**src/logic/uart_frame_pkg.sv**
```systemverilog
package uart_frame_pkg;

    localparam int MIN_DATA_BITS = 5;
    localparam int MAX_DATA_BITS = 9;                   // Also the data word width

    typedef enum logic [2:0] {
        par_none   = 3'b000,
        par_odd    = 3'b001,
        par_even   = 3'b010,
        par_stick0 = 3'b100,
        par_stick1 = 3'b101
    } parity_mode_t;

    typedef logic [3:0] data_size_t;
    typedef logic [MAX_DATA_BITS-1:0] data_word_t;      // Right-aligned

    // Bit slot sequence, common to both directions
    typedef enum logic [2:0] {
        st_idle,
        st_start,
        st_data,
        st_parity,
        st_stop0,
        st_stop1
    } frame_state_t;

    function automatic logic parity_bit(data_word_t word, data_size_t size, parity_mode_t mode);
        data_word_t masked;
        masked = word & ~({MAX_DATA_BITS{1'b1}} << size);   // Drop bits above size
        case (mode)
            par_odd:    parity_bit = ~^masked;
            par_even:   parity_bit = ^masked;
            par_stick1: parity_bit = 1'b1;
            default:    parity_bit = 1'b0;
        endcase
    endfunction

    function automatic logic parity_enabled(parity_mode_t mode);
        parity_enabled = mode inside {par_odd, par_even, par_stick0, par_stick1};
    endfunction

endpackage

```
**src/logic/uart_timing_pkg.sv**
```systemverilog
package uart_timing_pkg;

    localparam int SAMPLES_PER_BIT = 8;                 // Baud ticks per bit
    localparam int SAMPLE_W        = $clog2(SAMPLES_PER_BIT);

    typedef logic [15:0] prescale_t;

    localparam int FIFO_ADDR_W = 4;
    localparam int FIFO_DEPTH  = 1 << FIFO_ADDR_W;
    typedef logic [FIFO_ADDR_W:0] fifo_level_t;         // 0 to FIFO_DEPTH

    localparam int CFG_ADDR_W = 2;
    typedef logic [15:0] cfg_data_t;

    localparam logic [CFG_ADDR_W-1:0] REG_PRESCALE = 2'd0;
    localparam logic [CFG_ADDR_W-1:0] REG_CONTROL  = 2'd1;
    localparam logic [CFG_ADDR_W-1:0] REG_FRAME    = 2'd2;

endpackage

```
**src/logic/uart_cfg_regs.sv**
```systemverilog
`timescale 1ns/100ps

module uart_cfg_regs (
    input  logic                                    clk,
    input  logic                                    resetn,
    input  logic                                    cfg_wr,
    input  logic [uart_timing_pkg::CFG_ADDR_W-1:0]  cfg_addr,
    input  uart_timing_pkg::cfg_data_t              cfg_wdata,
    output uart_timing_pkg::prescale_t              prescale,
    output logic                                    en,
    output logic                                    tx_en,
    output logic                                    rx_en,
    output logic                                    loopback,
    output uart_frame_pkg::data_size_t              data_size,
    output logic                                    two_stop,
    output uart_frame_pkg::parity_mode_t            parity
);
    import uart_timing_pkg::*;
    import uart_frame_pkg::*;

    logic [3:0] control_q;                              // loopback, rx_en, tx_en, en
    logic [2:0] size_ofs_q;                             // Data size minus MIN_DATA_BITS
    logic [2:0] size_ofs_next;

    // Saturate the written size into 5..9
    always_comb begin
        if (cfg_wdata[3:0] < 4'(MIN_DATA_BITS))
            size_ofs_next = '0;
        else if (cfg_wdata[3:0] > 4'(MAX_DATA_BITS))
            size_ofs_next = 3'(MAX_DATA_BITS - MIN_DATA_BITS);
        else
            size_ofs_next = 3'(cfg_wdata[3:0] - 4'(MIN_DATA_BITS));
    end

    always_ff @(posedge clk or negedge resetn) begin
        if (!resetn) begin
            prescale   <= '0;
            control_q  <= '0;
            size_ofs_q <= '0;                           // Zero means 5 data bits
            two_stop   <= 1'b0;
            parity     <= par_none;
        end else if (cfg_wr) begin
            case (cfg_addr)
                REG_PRESCALE: prescale <= cfg_wdata;
                REG_CONTROL:  control_q <= cfg_wdata[3:0];
                REG_FRAME: begin
                    size_ofs_q <= size_ofs_next;
                    two_stop   <= cfg_wdata[4];
                    parity     <= parity_mode_t'(cfg_wdata[7:5]);
                end
                default: ;                              // Unmapped address
            endcase
        end
    end

    assign {loopback, rx_en, tx_en, en} = control_q;
    assign data_size = data_size_t'(size_ofs_q) + data_size_t'(MIN_DATA_BITS);

    a_size_range: assert property (@(posedge clk) disable iff (!resetn)
        data_size inside {[MIN_DATA_BITS:MAX_DATA_BITS]});

endmodule

```
**src/logic/uart_baud_gen.sv**
```systemverilog
`timescale 1ns/100ps

module uart_baud_gen (
    input  logic                        clk,
    input  logic                        resetn,
    input  uart_timing_pkg::prescale_t  prescale,
    input  logic                        en,
    input  logic                        tx_en,
    input  logic                        rx_en,
    output logic                        tx_tick,
    output logic                        rx_tick
);
    import uart_timing_pkg::*;

    prescale_t count_q;
    logic      wrap;

    assign wrap = en && (count_q >= prescale);          // Also recovers if prescale shrinks

    always_ff @(posedge clk or negedge resetn) begin
        if (!resetn)
            count_q <= '0;
        else if (en)
            count_q <= wrap ? '0 : count_q + 16'd1;
    end

    assign tx_tick = wrap && tx_en;
    assign rx_tick = wrap && rx_en;

    // Counter settles within 0 to prescale one cycle after a change
    a_count_range: assert property (@(posedge clk) disable iff (!resetn)
        en && $past(en) && $stable(prescale) |-> count_q <= prescale);

endmodule

```
**src/logic/uart_fifo.sv**
```systemverilog
`timescale 1ns/100ps

module uart_fifo (
    input  logic                            clk,
    input  logic                            resetn,
    input  logic                            wr,
    input  uart_frame_pkg::data_word_t      wdata,
    input  logic                            rd,
    output uart_frame_pkg::data_word_t      rdata,
    output logic                            empty,
    output logic                            full,
    output uart_timing_pkg::fifo_level_t    level
);
    import uart_frame_pkg::*;
    import uart_timing_pkg::*;

    data_word_t             mem [FIFO_DEPTH];
    logic [FIFO_ADDR_W-1:0] wr_ptr;
    logic [FIFO_ADDR_W-1:0] rd_ptr;
    logic                   push;
    logic                   pop;

    assign push = wr && !full;                          // Overflow dropped
    assign pop  = rd && !empty;                         // Underflow dropped

    always_ff @(posedge clk) begin
        if (push)
            mem[wr_ptr] <= wdata;
    end

    always_ff @(posedge clk or negedge resetn) begin
        if (!resetn) begin
            wr_ptr <= '0;
            rd_ptr <= '0;
            level  <= '0;
        end else begin
            if (push)
                wr_ptr <= wr_ptr + 1'b1;
            if (pop)
                rd_ptr <= rd_ptr + 1'b1;
            if (push && !pop)
                level <= level + 1'b1;
            else if (pop && !push)
                level <= level - 1'b1;
        end
    end

    assign rdata = mem[rd_ptr];                         // Head word, fall-through
    assign empty = (level == '0);
    assign full  = (level == fifo_level_t'(FIFO_DEPTH));

    a_level_max: assert property (@(posedge clk) disable iff (!resetn)
        level <= fifo_level_t'(FIFO_DEPTH));

endmodule

```
**src/logic/uart_tx.sv**
```systemverilog
`timescale 1ns/100ps

module uart_tx (
    input  logic                            clk,
    input  logic                            resetn,
    input  logic                            tick,
    input  logic                            start,
    input  uart_frame_pkg::data_word_t      din,
    input  uart_frame_pkg::data_size_t      data_size,
    input  logic                            two_stop,
    input  uart_frame_pkg::parity_mode_t   parity,
    output logic                            tx_done,
    output logic                            tx
);
    import uart_frame_pkg::*;
    import uart_timing_pkg::*;

    frame_state_t        state_q;
    logic [SAMPLE_W-1:0] tick_cnt_q;
    data_size_t          bit_cnt_q;
    data_word_t          shift_q;
    logic                par_q;
    logic                bit_end;

    assign bit_end = tick && (tick_cnt_q == SAMPLE_W'(SAMPLES_PER_BIT - 1));

    // Frame payload, loaded from the FIFO head
    always_ff @(posedge clk) begin
        if (state_q == st_idle && start) begin
            shift_q <= din;
            par_q   <= parity_bit(din, data_size, parity);
        end else if (state_q == st_data && bit_end)
            shift_q <= shift_q >> 1;
    end

    always_ff @(posedge clk or negedge resetn) begin
        if (!resetn) begin
            state_q    <= st_idle;
            tick_cnt_q <= '0;
            bit_cnt_q  <= '0;
            tx         <= 1'b1;                         // Line idles high
        end else begin
            if (state_q == st_idle)
                tick_cnt_q <= '0;
            else if (tick)
                tick_cnt_q <= bit_end ? '0 : tick_cnt_q + 1'b1;
            case (state_q)
                st_idle: begin
                    tx <= 1'b1;
                    if (start) begin
                        state_q <= st_start;
                        tx      <= 1'b0;
                    end
                end
                st_start: if (bit_end) begin
                    state_q   <= st_data;
                    bit_cnt_q <= '0;
                    tx        <= shift_q[0];            // LSB first
                end
                st_data: if (bit_end) begin
                    if (bit_cnt_q == data_size - 4'd1) begin
                        state_q <= parity_enabled(parity) ? st_parity : st_stop0;
                        tx      <= parity_enabled(parity) ? par_q : 1'b1;
                    end else begin
                        bit_cnt_q <= bit_cnt_q + 4'd1;
                        tx        <= shift_q[1];        // Next bit before the shift lands
                    end
                end
                st_parity: if (bit_end) begin
                    state_q <= st_stop0;
                    tx      <= 1'b1;
                end
                st_stop0: if (bit_end)
                    state_q <= two_stop ? st_stop1 : st_idle;
                st_stop1: if (bit_end)
                    state_q <= st_idle;
                default: state_q <= st_idle;
            endcase
        end
    end

    // Pops the FIFO as the frame ends
    assign tx_done = bit_end && ((state_q == st_stop0 && !two_stop) || state_q == st_stop1);

    a_idle_high: assert property (@(posedge clk) disable iff (!resetn)
        state_q == st_idle |-> tx);

endmodule

```
**src/logic/uart_rx.sv**
```systemverilog
`timescale 1ns/100ps

module uart_rx (
    input  logic                            clk,
    input  logic                            resetn,
    input  logic                            tick,
    input  logic                            rx,
    input  logic                            tx_loop,
    input  logic                            loopback,
    input  uart_frame_pkg::data_size_t      data_size,
    input  logic                            two_stop,
    input  uart_frame_pkg::parity_mode_t   parity,
    output logic                            rx_done,
    output uart_frame_pkg::data_word_t      dout,
    output logic                            parity_error,
    output logic                            frame_error
);
    import uart_frame_pkg::*;
    import uart_timing_pkg::*;

    logic                rx_meta;
    logic                rx_sync;
    logic                line;
    frame_state_t        state_q;
    logic [SAMPLE_W-1:0] tick_cnt_q;
    data_size_t          bit_cnt_q;
    data_word_t          shift_q;
    logic                perr_q;
    logic                ferr_q;
    logic                bit_end;
    logic                half_end;

    always_ff @(posedge clk or negedge resetn) begin
        if (!resetn) begin
            rx_meta <= 1'b1;
            rx_sync <= 1'b1;
        end else begin
            rx_meta <= rx;
            rx_sync <= rx_meta;
        end
    end

    assign line     = loopback ? tx_loop : rx_sync;     // Loopback bypasses the pin
    assign bit_end  = tick && (tick_cnt_q == SAMPLE_W'(SAMPLES_PER_BIT - 1));
    assign half_end = tick && (tick_cnt_q == SAMPLE_W'(SAMPLES_PER_BIT / 2 - 1));

    // Bits arrive LSB first, so they enter from the top
    always_ff @(posedge clk) begin
        if (state_q == st_data && bit_end)
            shift_q <= {line, shift_q[MAX_DATA_BITS-1:1]};
    end

    always_ff @(posedge clk or negedge resetn) begin
        if (!resetn) begin
            state_q    <= st_idle;
            tick_cnt_q <= '0;
            bit_cnt_q  <= '0;
            perr_q     <= 1'b0;
            ferr_q     <= 1'b0;
        end else begin
            if (state_q == st_idle || (state_q == st_start && half_end))
                tick_cnt_q <= '0;
            else if (tick)
                tick_cnt_q <= bit_end ? '0 : tick_cnt_q + 1'b1;
            case (state_q)
                st_idle: begin
                    perr_q <= 1'b0;
                    ferr_q <= 1'b0;
                    if (tick && !line)
                        state_q <= st_start;
                end
                st_start: if (half_end) begin
                    state_q   <= line ? st_idle : st_data;   // High again is a false start
                    bit_cnt_q <= '0;
                end
                st_data: if (bit_end) begin
                    if (bit_cnt_q == data_size - 4'd1)
                        state_q <= parity_enabled(parity) ? st_parity : st_stop0;
                    else
                        bit_cnt_q <= bit_cnt_q + 4'd1;
                end
                st_parity: if (bit_end) begin
                    perr_q  <= (line != parity_bit(dout, data_size, parity));
                    state_q <= st_stop0;
                end
                st_stop0: if (bit_end) begin
                    ferr_q  <= !line;
                    state_q <= two_stop ? st_stop1 : st_idle;
                end
                st_stop1: if (bit_end)
                    state_q <= st_idle;
                default: state_q <= st_idle;
            endcase
        end
    end

    assign rx_done      = bit_end && ((state_q == st_stop0 && !two_stop) || state_q == st_stop1);
    assign dout         = shift_q >> (4'(MAX_DATA_BITS) - data_size);
    assign parity_error = rx_done && perr_q;
    assign frame_error  = rx_done && (ferr_q || !line);     // Last stop bit sampled now

endmodule

```
**src/logic/uart_top.sv**
```systemverilog
`timescale 1ns/100ps

module uart_top (
    input  logic                                    clk,
    input  logic                                    resetn,
    input  logic                                    cfg_wr,
    input  logic [uart_timing_pkg::CFG_ADDR_W-1:0]  cfg_addr,
    input  uart_timing_pkg::cfg_data_t              cfg_wdata,
    input  logic                                    tx_wr,
    input  uart_frame_pkg::data_word_t              tx_wdata,
    output logic                                    tx_full,
    output logic                                    tx_empty,
    output uart_timing_pkg::fifo_level_t            tx_level,
    input  logic                                    rx_rd,
    output uart_frame_pkg::data_word_t              rx_rdata,
    output logic                                    rx_empty,
    output logic                                    rx_full,
    output uart_timing_pkg::fifo_level_t            rx_level,
    output logic                                    parity_error,
    output logic                                    frame_error,
    output logic                                    overrun,
    input  logic                                    rx,
    output logic                                    tx
);
    import uart_frame_pkg::*;
    import uart_timing_pkg::*;

    prescale_t    prescale;
    logic         en;
    logic         tx_en;
    logic         rx_en;
    logic         loopback;
    data_size_t   data_size;
    logic         two_stop;
    parity_mode_t parity;
    logic         tx_tick;
    logic         rx_tick;
    data_word_t   tx_head;
    logic         tx_done;
    data_word_t   rx_data;
    logic         rx_done;

    uart_cfg_regs u_cfg_regs (
        .clk, .resetn, .cfg_wr, .cfg_addr, .cfg_wdata, .prescale, .en,
        .tx_en, .rx_en, .loopback, .data_size, .two_stop, .parity
    );

    uart_baud_gen u_baud_gen (
        .clk, .resetn, .prescale, .en, .tx_en, .rx_en, .tx_tick, .rx_tick
    );

    uart_fifo u_tx_fifo (
        .clk, .resetn, .wr(tx_wr), .wdata(tx_wdata), .rd(tx_done),
        .rdata(tx_head), .empty(tx_empty), .full(tx_full), .level(tx_level)
    );

    uart_tx u_tx (
        .clk, .resetn, .tick(tx_tick), .start(!tx_empty), .din(tx_head),
        .data_size, .two_stop, .parity, .tx_done, .tx
    );

    uart_rx u_rx (
        .clk, .resetn, .tick(rx_tick), .rx, .tx_loop(tx), .loopback, .data_size,
        .two_stop, .parity, .rx_done, .dout(rx_data), .parity_error, .frame_error
    );

    uart_fifo u_rx_fifo (
        .clk, .resetn, .wr(rx_done), .wdata(rx_data), .rd(rx_rd),
        .rdata(rx_rdata), .empty(rx_empty), .full(rx_full), .level(rx_level)
    );

    assign overrun = rx_done & rx_full;                 // Frame lost

endmodule

```
**config.mk**
```make
export PLATFORM = sky130hd
export DESIGN_NAME = uart_top
export DESIGN_NICKNAME = d
export VERILOG_FILES = /design/src/logic/uart_frame_pkg.sv /design/src/logic/uart_timing_pkg.sv /design/src/logic/uart_cfg_regs.sv /design/src/logic/uart_baud_gen.sv /design/src/logic/uart_fifo.sv /design/src/logic/uart_tx.sv /design/src/logic/uart_rx.sv /design/src/logic/uart_top.sv
export SDC_FILE = /design/constraint.sdc
export NUM_CORES = 1
export LEC_CHECK = 0
export ABC_AREA = 1
export BUFFER_PORTS_ARGS = -buffer_cell sky130_fd_sc_hd__buf_2
export CORE_AREA = 2 2 222 224
export CTS_BUF_LIST = sky130_fd_sc_hd__clkbuf_4
export DETAILED_ROUTE_END_ITERATION = 12
export DIE_AREA = 0 0 224 226
export PLACE_DENSITY_LB_ADDON = 0.3
export SKIP_LAST_GASP = 1
export SLEW_MARGIN = 25
export SYNTH_ARGS = -nofsm -noshare
export SYNTH_HDL_FRONTEND = slang
export SYNTH_SLANG_ARGS = --single-unit
```
**constraint.sdc**
```tcl
create_clock -name clk -period 3.66 [get_ports clk]
set_input_delay 0.732 -clock clk [delete_from_list [all_inputs] [get_ports clk]]
set_output_delay 0.732 -clock clk [all_outputs]
set_load 0.02 [all_outputs]
```
==> flow_metrics.py, run 1 <==
metrics = {
    "placed_design": {
        "globalplace.congestion": 0.841,
        "buffer_ports.inserted": 59,
        "dp_hpwl_um": 28000,
    },
    "power": {
        "total_power_of_the_final_layout_w": 0.0115,
        "power.static_leakage_nw": 9.43,
        "pwr_density_cell_nw_per_um2": 525,
        "vdd_ir_max_v": 0.000400,
    },
    "run": {
        "max-cap-violations": 0,
    },
    "synth": {
        "synth-async-reset-ratio": 0.234,
        "syn_avg_cell_area_um2": 10.1,
        "synth_compound_gate_area_share": 0.0694,
        "mappedNetlistArea_um2": 19100,
        "syn-num-nets": 1980,
        "synth_simple_gate_area_share": 0.195,
        "post_synth_mux_area_share": 0.0126,
        "synth_enable_flop_cells": 307,
        "seq_area_frac_synth": 0.607,
        "synth-adder-area-share": 0.0375,
        "synth-main-ff-cell": "sky130_fd_sc_hd__edfxtp_1",
        "synthesized_flop_and_latch_total": 401,
        "synthXorXnorAreaFrac": 0.0151,
        "synth_cells": 1891,
        "largest_family_of_logic_cells_by_synthesized_area": "simple AND/OR/NAND/NOR gates",
        "synth_cell_type_count": 56,
        "yosys_warnings": 0,
    },
    "timing": {
        "timing.clock.skew_ps": 46.2,
        "slew-limit-headroom": 0.351,
        "setup_repair_after_global_routing_missed_its_margin": "true",
        "period_share": 0.947,
        "timing.final.crit_period_ps": 3460,
        "final-setup-viol-count": 0,
        "finalHoldViolations": 0,
        "max_freq_mhz": 289,
        "finalMaxSlewViolations": 0,
        "worst_pin_slew_ps": 970,
    },
    "cts": {
        "worst_setup_hold_path_clk_slew_ps": 60,
        "cts.path.max_buffers": 3,
        "h-tree-depth": 3,
        "cts.sinks": 401,
        "clock_insertion_delay_at_the_later_pin_of_the_skew_report_ps": 860,
        "numCtsBuffers": 105,
        "cts_root_buffer": "sky130_fd_sc_hd__clkbuf_4",
        "cts_tree": "done",
    },
    "global_routing": {
        "grt_max_degree": 71,
        "via_count_of_the_first_global_routing_pass": 13220,
        "grt_util_all_layers": 0.172,
        "number_of_antenna_violations_at_the_first_check_in_global_routing": 1,
        "globalRouteOverflowTotal": 0,
        "grt_pass1_wl_um": 68700,
    },
    "cells_and_area": {
        "final_core_utilization": 0.452,
        "final.fill_count": 4596,
        "area_delta_synth_final_pct": 14.6,
        "register_area_um2": 11600,
        "design.final.nets": 2149,
        "area_of_combinational_cells_with_multiple_inputs_um2": 6420,
        "post_route_cells_drive_above_1_share": 0.178,
        "layout_common_cells": "sky130_fd_sc_hd__nand2_1 (435), sky130_fd_sc_hd__edfxtp_1 (307), sky130_fd_sc_hd__inv_1 (212), sky130_fd_sc_hd__nor2_1 (182), sky130_fd_sc_hd__clkbuf_4 (155)",
        "final_common_cell": "sky130_fd_sc_hd__nand2_1",
    },
    "setup_path": {
        "endpoint_kind": "output pin",
        "largest_fanout_on_the_critical_path": 3,
        "timing.critical_path.slowest_stage_cell": "sky130_fd_sc_hd__dfrtp_1",
        "timing.critical_path.from": "u_baud_gen.count_q[14]",
        "cp_data_required_time_ps": 2930,
        "startpoint_type": "register",
        "worst-endpoint-arrival_ps": 2730,
        "start_of_the_worst_register_to_register_path": "u_baud_gen.count_q[14]",
        "crit_path_max_incr_delay_ps": 410,
        "critical_path_class": "register to output pin",
        "critical_path.cell_chain": "ha_4 > nand4_1 > nor3_2 > nand3_1 > nand3_2 > nand2_4 > nor2_8 > nand2_4 > nor2_4 > inv_4 > nor2_4 > buf_6",
    },
    "detailed_routing": {
        "drcViolationCount": 0,
        "routed_wirelength_um": 42800,
        "routed-via-count": 13709,
        "viasPerCell": 4.96,
        "drtIter0Drc": 947,
        "post_drt_wl_per_cell_um": 15.5,
        "detail-route-antenna-nets": 0,
        "drt_pre_antenna_iters": 6,
    },
    "worst_hold_path": {
        "hold_path_class": "input port to register",
        "holdCritStartpoint": "cfg_wdata[15]",
    },
    "run_status": {
        "outcome": "complete, no violations",
    },
    "floorplanning": {
        "start_util": 0.394,
        "std_cell_rows": 81,
        "floorplan.core_area_um2": 48300,
        "die_w_um": 224,
        "design.die.area_um2": 50600,
        "die_h_um": 226,
        "ios": 60,
    },
}
==> cell usage after synthesis (20+ instances only) <==
master,count,area [µm²]
sky130_fd_sc_hd__o21ai_0,100,500
sky130_fd_sc_hd__buf_2,20,100
sky130_fd_sc_hd__nor2_1,187,702
sky130_fd_sc_hd__nand3_1,151,756
sky130_fd_sc_hd__o221ai_1,24,210
sky130_fd_sc_hd__ha_1,54,676
sky130_fd_sc_hd__a21oi_1,36,180
sky130_fd_sc_hd__dfrtp_1,91,2280
sky130_fd_sc_hd__inv_1,214,803
sky130_fd_sc_hd__edfxtp_1,307,9220
sky130_fd_sc_hd__mux2i_1,24,240
sky130_fd_sc_hd__clkbuf_1,29,109
sky130_fd_sc_hd__nor3_1,25,125
sky130_fd_sc_hd__nand2_1,436,1640
sky130_fd_sc_hd__xor2_1,25,219
==> stage by stage <==
stage / instance area, µm² / setup TNS (ps) / std cells / hold WS (ps) / setup slack [ps]
floorplan: 19100 / 0 / 1891 / 345 / 474
global placement: 20200 / 0 / 2559 / 349 / 183
detailed placement: 20200 / -1.21 / 2559 / 349 / -1.21
CTS: 21700 / -23.4 / 2754 / 69.3 / -23.4
global route: 21800 / -206 / 2761 / 93.1 / -55.7
finish: 21800 / 0 / 2762 / 154 / 195
==> logic make-up (layout without fill, tap and decap cells) <==
kind of cell,after synthesis,count (layout)
and+or+nand+nor,868,868
DFF,401,401
buffers and inverters,291,538
AOI/OAI and AO/OA,219,219
adders and majority gates,56,56
xor gates and xnor gates,32,32
muxes,24,24
other,0,2
==> what timing repair did <==
item / CTS / global route
buffers inserted: 8 / 6
endpoints found under the setup margin: 10 / 15
pin swaps: 6 / 8
hold buffers: 2 / 0
gates resized for setup: 18 / 18
hold endpoints to repair: 45 / 0
==> power breakdown <==
part / internal, W / switching [W]
Combinational: 0.000642 / 0.00138
Clock: 0.00201 / 0.00184
Sequential: 0.00542 / 0.000172
==> path summary, 6_finish.rpt <==
check / endpoint / depth (start not counted) / slack, ps
min in group asynchronous: u_rx_fifo.rd_ptr[2] / 2 / 450
worst max register to register: u_rx_fifo.level[4] / 22 / 270
worst min-delay path: u_cfg_regs.prescale[15] / 3 / 150
max in group asynchronous: u_rx.rx_meta / 3 / 2360
worst min register to register: u_rx.rx_sync / 0 / 350
worst max-delay path: parity_error / 12 / 200
==> state kept, by name, summed over array words and instances (netlist names), 5 cells and up <==
name                 cells
u_baud_gen.count_q      16
u_cfg_regs.prescale     16
u_rx.shift_q             9
u_rx_fifo.level          5
u_rx_fifo.mem          144
u_tx.shift_q             9
u_tx_fifo.level          5
u_tx_fifo.mem          144
==> layer usage <==
layer | global-route usage | routed length, µm | part of all wire
met2 | 0.293 | 21400 | 0.50
met5 | 0 | 0 | 0
met3 | 0.0405 | 2370 | 0.055
met1 | 0.215 | 18300 | 0.43
met4 | 0.0574 | 730 | 0.017
==> worst max-delay path, delay by kind of cell, from the launching register on <==
family | cells | cell delay, ps
fa+ha+maj | 1 | 280
flops | 1 | 410
buf+inv | 2 | 190
simple gates | 9 | 1030
==> cell type report <==
| type | instances | area share |
|---|---|---|
| clock buffers | 155 | 0.0533 |
| repair buffers | 128 | 0.0401 |
| inverters | 225 | 0.0389 |
| clock inverters | 30 | 0.00750 |
| diodes | 2 | 0.000229 |
| multi-input cells | 1199 | 0.294 |
| flip-flops and latches | 401 | 0.530 |
| well taps | 622 | 0.0356 |
(Power assumes the default switching activity.)
==> inputs of run 2 (changes only) <==
--- a/config.mk
+++ b/config.mk
@@ -7,13 +7,14 @@
 export LEC_CHECK = 0
 export ABC_AREA = 1
 export BUFFER_PORTS_ARGS = -buffer_cell sky130_fd_sc_hd__buf_2
-export CORE_AREA = 2 2 222 224
+export CORE_AREA = 2 2 280 282
 export CTS_BUF_LIST = sky130_fd_sc_hd__clkbuf_4
 export DETAILED_ROUTE_END_ITERATION = 12
-export DIE_AREA = 0 0 224 226
+export DIE_AREA = 0 0 282 284
 export PLACE_DENSITY_LB_ADDON = 0.3
 export SKIP_LAST_GASP = 1
 export SLEW_MARGIN = 25
 export SYNTH_ARGS = -nofsm -noshare
 export SYNTH_HDL_FRONTEND = slang
 export SYNTH_SLANG_ARGS = --single-unit
+export TNS_END_PERCENT = 1
==> run 2 against run 1 <==
Flip-flop and latch count is the same. Critical path type is now register to register. Cell area is 3.1% higher. Non-clock buffer count increased by 5. Clock-buffer cell count is 12 higher. Sequential power hardly changed. Hold slack got worse by 36 ps. Worst setup slack lost 75 ps. Cell count is 15% higher. Via count is 1.1% lower. Clock skew is 53 ps higher. Register-to-register slack lost 150 ps. First-iteration DRC count shrank 24%. Largest cell class unchanged.
==> flow_metrics.py, run 2 (same netlist as run 1, synthesis figures left out) <==
metrics = {
    "run_status": {
        "outcome": "complete, no violations",
    },
    "cts": {
        "cts_tree": "done",
        "h-tree-depth": 3,
        "worst_setup_hold_path_clk_slew_ps": 60,
        "cts.sinks": 401,
        "clock_insertion_delay_at_the_later_pin_of_the_skew_report_ps": 920,
        "numCtsBuffers": 104,
        "cts.path.max_buffers": 3,
        "cts_root_buffer": "sky130_fd_sc_hd__clkbuf_4",
    },
    "placed_design": {
        "dp_hpwl_um": 30400,
        "buffer_ports.inserted": 59,
        "place.detailed.instances": 2982,
        "globalplace.congestion": 0.774,
    },
    "global_routing": {
        "grt_util_all_layers": 0.117,
        "via_count_of_the_first_global_routing_pass": 13875,
        "grt_max_degree": 62,
        "globalRouteOverflowTotal": 0,
        "number_of_antenna_violations_at_the_first_check_in_global_routing": 2,
        "grt_pass1_wl_um": 74200,
    },
    "worst_hold_path": {
        "holdPathStages": 3,
        "worstHoldEndpoint": "u_cfg_regs.prescale[8]",
        "hold_path_class": "input port to register",
        "holdCritStartpoint": "cfg_wdata[8]",
    },
    "floorplanning": {
        "design.die.area_um2": 80100,
        "die_h_um": 284,
        "std_cell_rows": 102,
        "start_util": 0.248,
        "floorplan.core_area_um2": 77000,
        "die_w_um": 282,
        "ios": 60,
    },
    "setup_path": {
        "worst-endpoint-arrival_ps": 4260,
        "critical_path_class": "register to register",
        "critical_path.most_common_cell": "sky130_fd_sc_hd__nand2_1",
        "critical_path.cell_chain": "ha_1 > nand2_1 > nor3_2 > nand3_1 > nand3_2 > nand2_4 > nor2_8 > nand2_4 > nor2_4 > buf_4 > nand2_2 > inv_1 > ha_1 > inv_1 > ha_1 > nand2_1 > nor2_1 > a211oi_2 > nand2_1 > nand2_1 > nor2_1 > xor2_1",
        "cp.buffers_inverters": 3,
        "startpoint_type": "register",
        "worst-r2r-cell-count": 22,
        "largest_fanout_on_the_critical_path": 5,
        "start_of_the_worst_register_to_register_path": "u_baud_gen.count_q[11]",
        "critPathTopFamily": "simple AND/OR/NAND/NOR gates",
        "crit_path_max_incr_delay_ps": 410,
        "timing.critical_path.slowest_stage_cell": "sky130_fd_sc_hd__dfrtp_1",
        "cp_data_required_time_ps": 4380,
        "r2r-end": "u_rx_fifo.level[4]",
        "endpoint_kind": "register",
        "worst_setup_slack_for_register_to_register_paths_ps": 120,
    },
    "timing": {
        "timing.final.crit_period_ps": 3540,
        "setup_repair_after_global_routing_missed_its_margin": "true",
        "fin_setup_tns_ps": 0,
        "final-setup-viol-count": 0,
        "worst_pin_slew_ps": 1030,
        "period_share": 0.967,
        "holdWs_ps": 118,
        "slew-limit-headroom": 0.315,
        "max_freq_mhz": 283,
        "finalHoldViolations": 0,
        "finalMaxSlewViolations": 0,
        "timing.clock.skew_ps": 99.7,
    },
    "detailed_routing": {
        "drt_pre_antenna_iters": 4,
        "post_drt_wl_per_cell_um": 14.6,
        "routed-via-count": 13562,
        "drtIter0Drc": 715,
        "drcViolationCount": 0,
        "detail-route-antenna-nets": 0,
        "routed_wirelength_um": 46500,
        "viasPerCell": 4.26,
    },
    "run": {
        "max-cap-violations": 0,
    },
    "cells_and_area": {
        "design.final.nets": 2153,
        "final_core_utilization": 0.293,
        "final_common_cell": "sky130_fd_sc_hd__nand2_1",
        "area_delta_synth_final_pct": 18.1,
        "biggestRegsByFlops": "u_rx_fifo.mem: 144 flops, u_tx_fifo.mem: 144 flops",
        "post_route_cells_drive_above_1_share": 0.186,
        "final.fill_count": 8020,
        "layout_common_cells": "sky130_fd_sc_hd__nand2_1 (436), sky130_fd_sc_hd__edfxtp_1 (307), sky130_fd_sc_hd__inv_1 (211), sky130_fd_sc_hd__nor2_1 (181), sky130_fd_sc_hd__clkbuf_4 (167)",
        "non_filler_instances": 3186,
    },
    "power": {
        "pwr_density_cell_nw_per_um2": 521,
        "power.static_leakage_nw": 9.50,
        "total_power_of_the_final_layout_w": 0.0117,
        "vdd_ir_max_v": 0.000242,
    },
}
## run 2: cell types whose count changed in the layout (fill, tap and decap cells not counted), sizes merged
cell,delta
diode,+2
buf,+5
clkinvlp,-2
clkinv,-12
clkbuf,+12
bufinv,+1
## run 2: routing by layer
layer	global-route usage	vias to the layer above	wire, µm	part of all wire
li1	-	6780	-	-
met1	0.143	6450	20400	0.44
met2	0.200	240	23100	0.50
met3	0.0293	92	1950	0.042
met4	0.0380	0	1010	0.022
met5	0	-	0	0
## run 2: area by class of cell
type	count	area [µm²]	share of cell area
Timing Repair Buffer	133	926	0.0411
Clock inverter	17	153	0.00678
Antenna cell	4	10.0	0.000445
Multi-Input combinational cell	1199	6430	0.286
Inverter	225	853	0.0379
Clock buffer	167	1250	0.0557
Sequential cell	401	11600	0.515
Tap cell	1040	1300	0.0578
## run 2: through the flow
| stage | instance area, µm² | setup slack (ps) |
|---|---|---|
| 6_report | 22500 | 121 |
| 5_1_grt | 22500 | -110 |
| 4_1_cts | 22400 | -57.0 |
| 3_5_place_dp | 20800 | -9.11 |
| 3_3_place_gp | 20800 | 161 |
| 2_1_floorplan | 19100 | 474 |
## run 2: worst max path at each step
stage / start / endpoint / cells after the start
2_1_floorplan: u_baud_gen.count_q[7] / u_rx_fifo.level[4] / 23
3_3_place_gp: u_baud_gen.count_q[14] / u_rx_fifo.level[4] / 21
3_5_place_dp: u_baud_gen.count_q[14] / u_rx_fifo.level[4] / 21
4_1_cts: u_baud_gen.count_q[14] / frame_error / 12
5_1_grt: u_cfg_regs.prescale[10] / u_rx_fifo.level[4] / 23
6_report: u_baud_gen.count_q[11] / u_rx_fifo.level[4] / 22
## run 2: power by group
group,internal [W],leakage [nW],switching [W]
registers,0.00541,3.96,0.000175
logic,0.000662,4.70,0.00141
clock network,0.00220,0.839,0.00187
total,0.00828,9.50,0.00345
## run 2: what timing repair did
action	4_1_cts	5_1_grt
setup endpoints to repair	13	16
hold endpoints to repair	41	0
gates cloned	0	0
gates resized for setup	21	15
hold buffers	2	0
pin swaps	9	12
buffers inserted	10	4
## run 2: worst reg2reg max path, delay by kind of cell (launching register included)
family	cells	cell delay [ps]
fa+ha+maj	3	930
simple gates	14	1330
xor+xnor	1	140
buf+inv	3	380
compound gates	1	230
flops	1	410
==> inputs of run 3 (changes only) <==
--- a/config.mk
+++ b/config.mk
@@ -8,7 +8,7 @@
 export ABC_AREA = 1
 export BUFFER_PORTS_ARGS = -buffer_cell sky130_fd_sc_hd__buf_2
 export CORE_AREA = 2 2 280 282
-export CTS_BUF_LIST = sky130_fd_sc_hd__clkbuf_4
+export CTS_BUF_LIST = sky130_fd_sc_hd__clkbuf_4 sky130_fd_sc_hd__clkbuf_8 sky130_fd_sc_hd__clkbuf_16
 export DETAILED_ROUTE_END_ITERATION = 12
 export DIE_AREA = 0 0 282 284
 export PLACE_DENSITY_LB_ADDON = 0.3
==> run 3 against run 2 <==
Combinational power fell by 2%. Critical path type is now register to output pin. Core utilization fell by 0.29 points. Critical path depth fell by 10.
==> flow_metrics.py, run 3 (same netlist as run 1, synthesis figures left out) <==
metrics = {
    "run_status": {
        "outcome": "complete, no violations",
    },
    "floorplanning": {
        "start_util": 0.248,
        "std_cell_rows": 102,
        "design.die.area_um2": 80100,
        "floorplan.core_area_um2": 77000,
        "ios": 60,
        "die_w_um": 282,
        "die_h_um": 284,
    },
    "worst_hold_path": {
        "hold_path_class": "input port to asynchronous set/reset pin",
    },
    "global_routing": {
        "grt_pass1_wl_um": 72700,
        "grt_util_all_layers": 0.114,
        "globalRouteOverflowTotal": 0,
        "via_count_of_the_first_global_routing_pass": 13281,
        "number_of_antenna_violations_at_the_first_check_in_global_routing": 0,
        "grt_max_degree": 62,
    },
    "detailed_routing": {
        "drtIter0Drc": 818,
        "met3_length_um": 1570,
        "post_drt_wl_per_cell_um": 14.9,
        "highest-signal-layer": "met4",
        "met2_wirelength_um": 22700,
        "routed-via-count": 13083,
        "detail_route.wirelength.met1_um": 20400,
        "viasPerCell": 4.27,
        "routed_wirelength_um": 45600,
        "detail-route-antenna-nets": 0,
        "drcViolationCount": 0,
        "drt_pre_antenna_iters": 5,
    },
    "timing": {
        "finalHoldViolations": 0,
        "max_freq_mhz": 288,
        "setup_repair_after_global_routing_missed_its_margin": "true",
        "final-setup-viol-count": 0,
        "finalMaxSlewViolations": 0,
        "timing.clock.skew_ps": 22.6,
        "slew-limit-headroom": 0.312,
        "timing.final.crit_period_ps": 3480,
        "worst_slack_ps": 182,
        "worst_pin_slew_ps": 1030,
        "period_share": 0.950,
    },
    "setup_path": {
        "startpoint_type": "register",
        "cp_data_required_time_ps": 2930,
        "worst-endpoint-arrival_ps": 2750,
        "largest_fanout_on_the_critical_path": 8,
        "endpoint_kind": "output pin",
        "critical_path_class": "register to output pin",
    },
    "placed_design": {
        "dp_hpwl_um": 30400,
        "placed_area_um2": 20800,
        "post-place-ws_ps": -9.11,
        "globalplace.congestion": 0.774,
        "buffer_ports.inserted": 59,
    },
    "cells_and_area": {
        "finish.instance_area_um2": 22300,
        "design.final.nets": 2078,
        "final_core_utilization": 0.290,
        "layout_common_cells": "sky130_fd_sc_hd__nand2_1 (435), sky130_fd_sc_hd__edfxtp_1 (307), sky130_fd_sc_hd__inv_1 (212), sky130_fd_sc_hd__nor2_1 (182), sky130_fd_sc_hd__nand3_1 (149)",
        "post_route_cells_drive_above_1_share": 0.137,
        "area_delta_synth_final_pct": 16.9,
        "final.fill_count": 7921,
        "final_common_cell": "sky130_fd_sc_hd__nand2_1",
        "biggestRegsByFlops": "u_rx_fifo.mem: 144 flops, u_tx_fifo.mem: 144 flops",
        "antennaDiodeCount": 0,
    },
    "cts": {
        "h-tree-depth": 2,
        "cts.path.max_buffers": 3,
        "worst_setup_hold_path_clk_slew_ps": 60,
        "clock_insertion_delay_at_the_later_pin_of_the_skew_report_ps": 580,
        "cts_root_buffer": "sky130_fd_sc_hd__clkbuf_16",
        "cts_tree": "done",
        "numCtsBuffers": 42,
        "cts.sinks": 401,
    },
    "run": {
        "max-cap-violations": 0,
    },
    "power": {
        "pwr_density_cell_nw_per_um2": 537,
        "total_power_of_the_final_layout_w": 0.0120,
        "netSwitchingPower_w": 0.00337,
        "power.static_leakage_nw": 9.31,
        "sw_frac_of_total": 0.282,
        "internal_pwr_total_w": 0.00860,
        "vdd_ir_max_v": 0.000298,
        "power.sequential.fraction": 0.467,
        "power.combinational.fraction": 0.169,
        "power_frac_clock": 0.364,
    },
}
run 3: cell types whose count changed in the layout (fill, tap and decap cells not counted), moves of 5 or more:
cell                        previous run  this run
sky130_fd_sc_hd__buf_4                68        62
sky130_fd_sc_hd__clkbuf_16             0        43
sky130_fd_sc_hd__clkbuf_4            167         9
sky130_fd_sc_hd__clkbuf_8              0         5
sky130_fd_sc_hd__clkinv_2              2         8
sky130_fd_sc_hd__ha_1                 47        52
sky130_fd_sc_hd__ha_4                  6         1
run 3: repair_timing:
item,4_1_cts,5_1_grt
buffers inserted,1,2
setup endpoints to repair,4,7
endpoints found under the hold margin,0,0
hold buffers,0,0
pin swaps,2,5
gates resized for setup,4,12
run 3: worst paths after layout:
check | from | slack (ps) | cells past startpoint | end
setup reg to reg | u_baud_gen.count_q[15] | 250 | 21 | u_rx_fifo.level[4]
setup / recovery | u_baud_gen.count_q[15] | 180 | 12 | frame_error
max in group asynchronous | resetn | 2760 | 2 | u_rx_fifo.rd_ptr[1]
min in group clk | rx | 270 | 1 | u_rx.rx_meta
hold reg to reg | u_rx.rx_meta | 360 | 0 | u_rx.rx_sync
hold / removal | resetn | 170 | 1 | u_cfg_regs.prescale[13]
run 3: cell type report:
class	instances	area (µm²)	area share
clock buffer	57	1210	0.0544
clock inverter	21	201	0.00904
inverter	225	847	0.0380
multi-input combinational	1199	6350	0.285
sequential	401	11600	0.519
tap	1040	1300	0.0584
timing repair buffer	120	801	0.0359
run 3: worst max-delay path: stages (launching register included):
cell                      delay (ps)
sky130_fd_sc_hd__dfrtp_1         400
sky130_fd_sc_hd__ha_1            320
sky130_fd_sc_hd__nand4_1         140
sky130_fd_sc_hd__nor3_2          190
sky130_fd_sc_hd__nand3_1         120
sky130_fd_sc_hd__nand3_2         110
sky130_fd_sc_hd__nand2_4         130
sky130_fd_sc_hd__nor2_8          160
sky130_fd_sc_hd__nand2_4          90
sky130_fd_sc_hd__nor2_4          130
sky130_fd_sc_hd__inv_2            70
sky130_fd_sc_hd__nor2_2          150
sky130_fd_sc_hd__buf_4           160
run 3: through the flow:
stage / instances / setup TNS, ps / hold WS (ps)
floorplan: 1891 / 0 / 345
global placement: 2982 / 0 / 352
detailed placement: 2982 / -9.11 / 352
CTS: 3061 / -11.3 / 161
global route: 3063 / -28.8 / 195
finish: 3063 / 0 / 165
run 3: per-layer routing:
metal  vias up  global-route usage
met1      6280               0.144
met2       184               0.199
met3        63              0.0184
met4         0              0.0336
met5         -                   0
li1       6556                   -
run 3: power groups by stage:
stage,combinational [W],clock (W),sequential (W)
after floorplan,0.00132,0,0.00568
after global placement,0.00198,0,0.00568
final,0.00202,0.00436,0.00559
after detailed placement,0.00204,0,0.00568
after CTS,0.00206,0.00450,0.00559
after global routing,0.00232,0.00466,0.00562
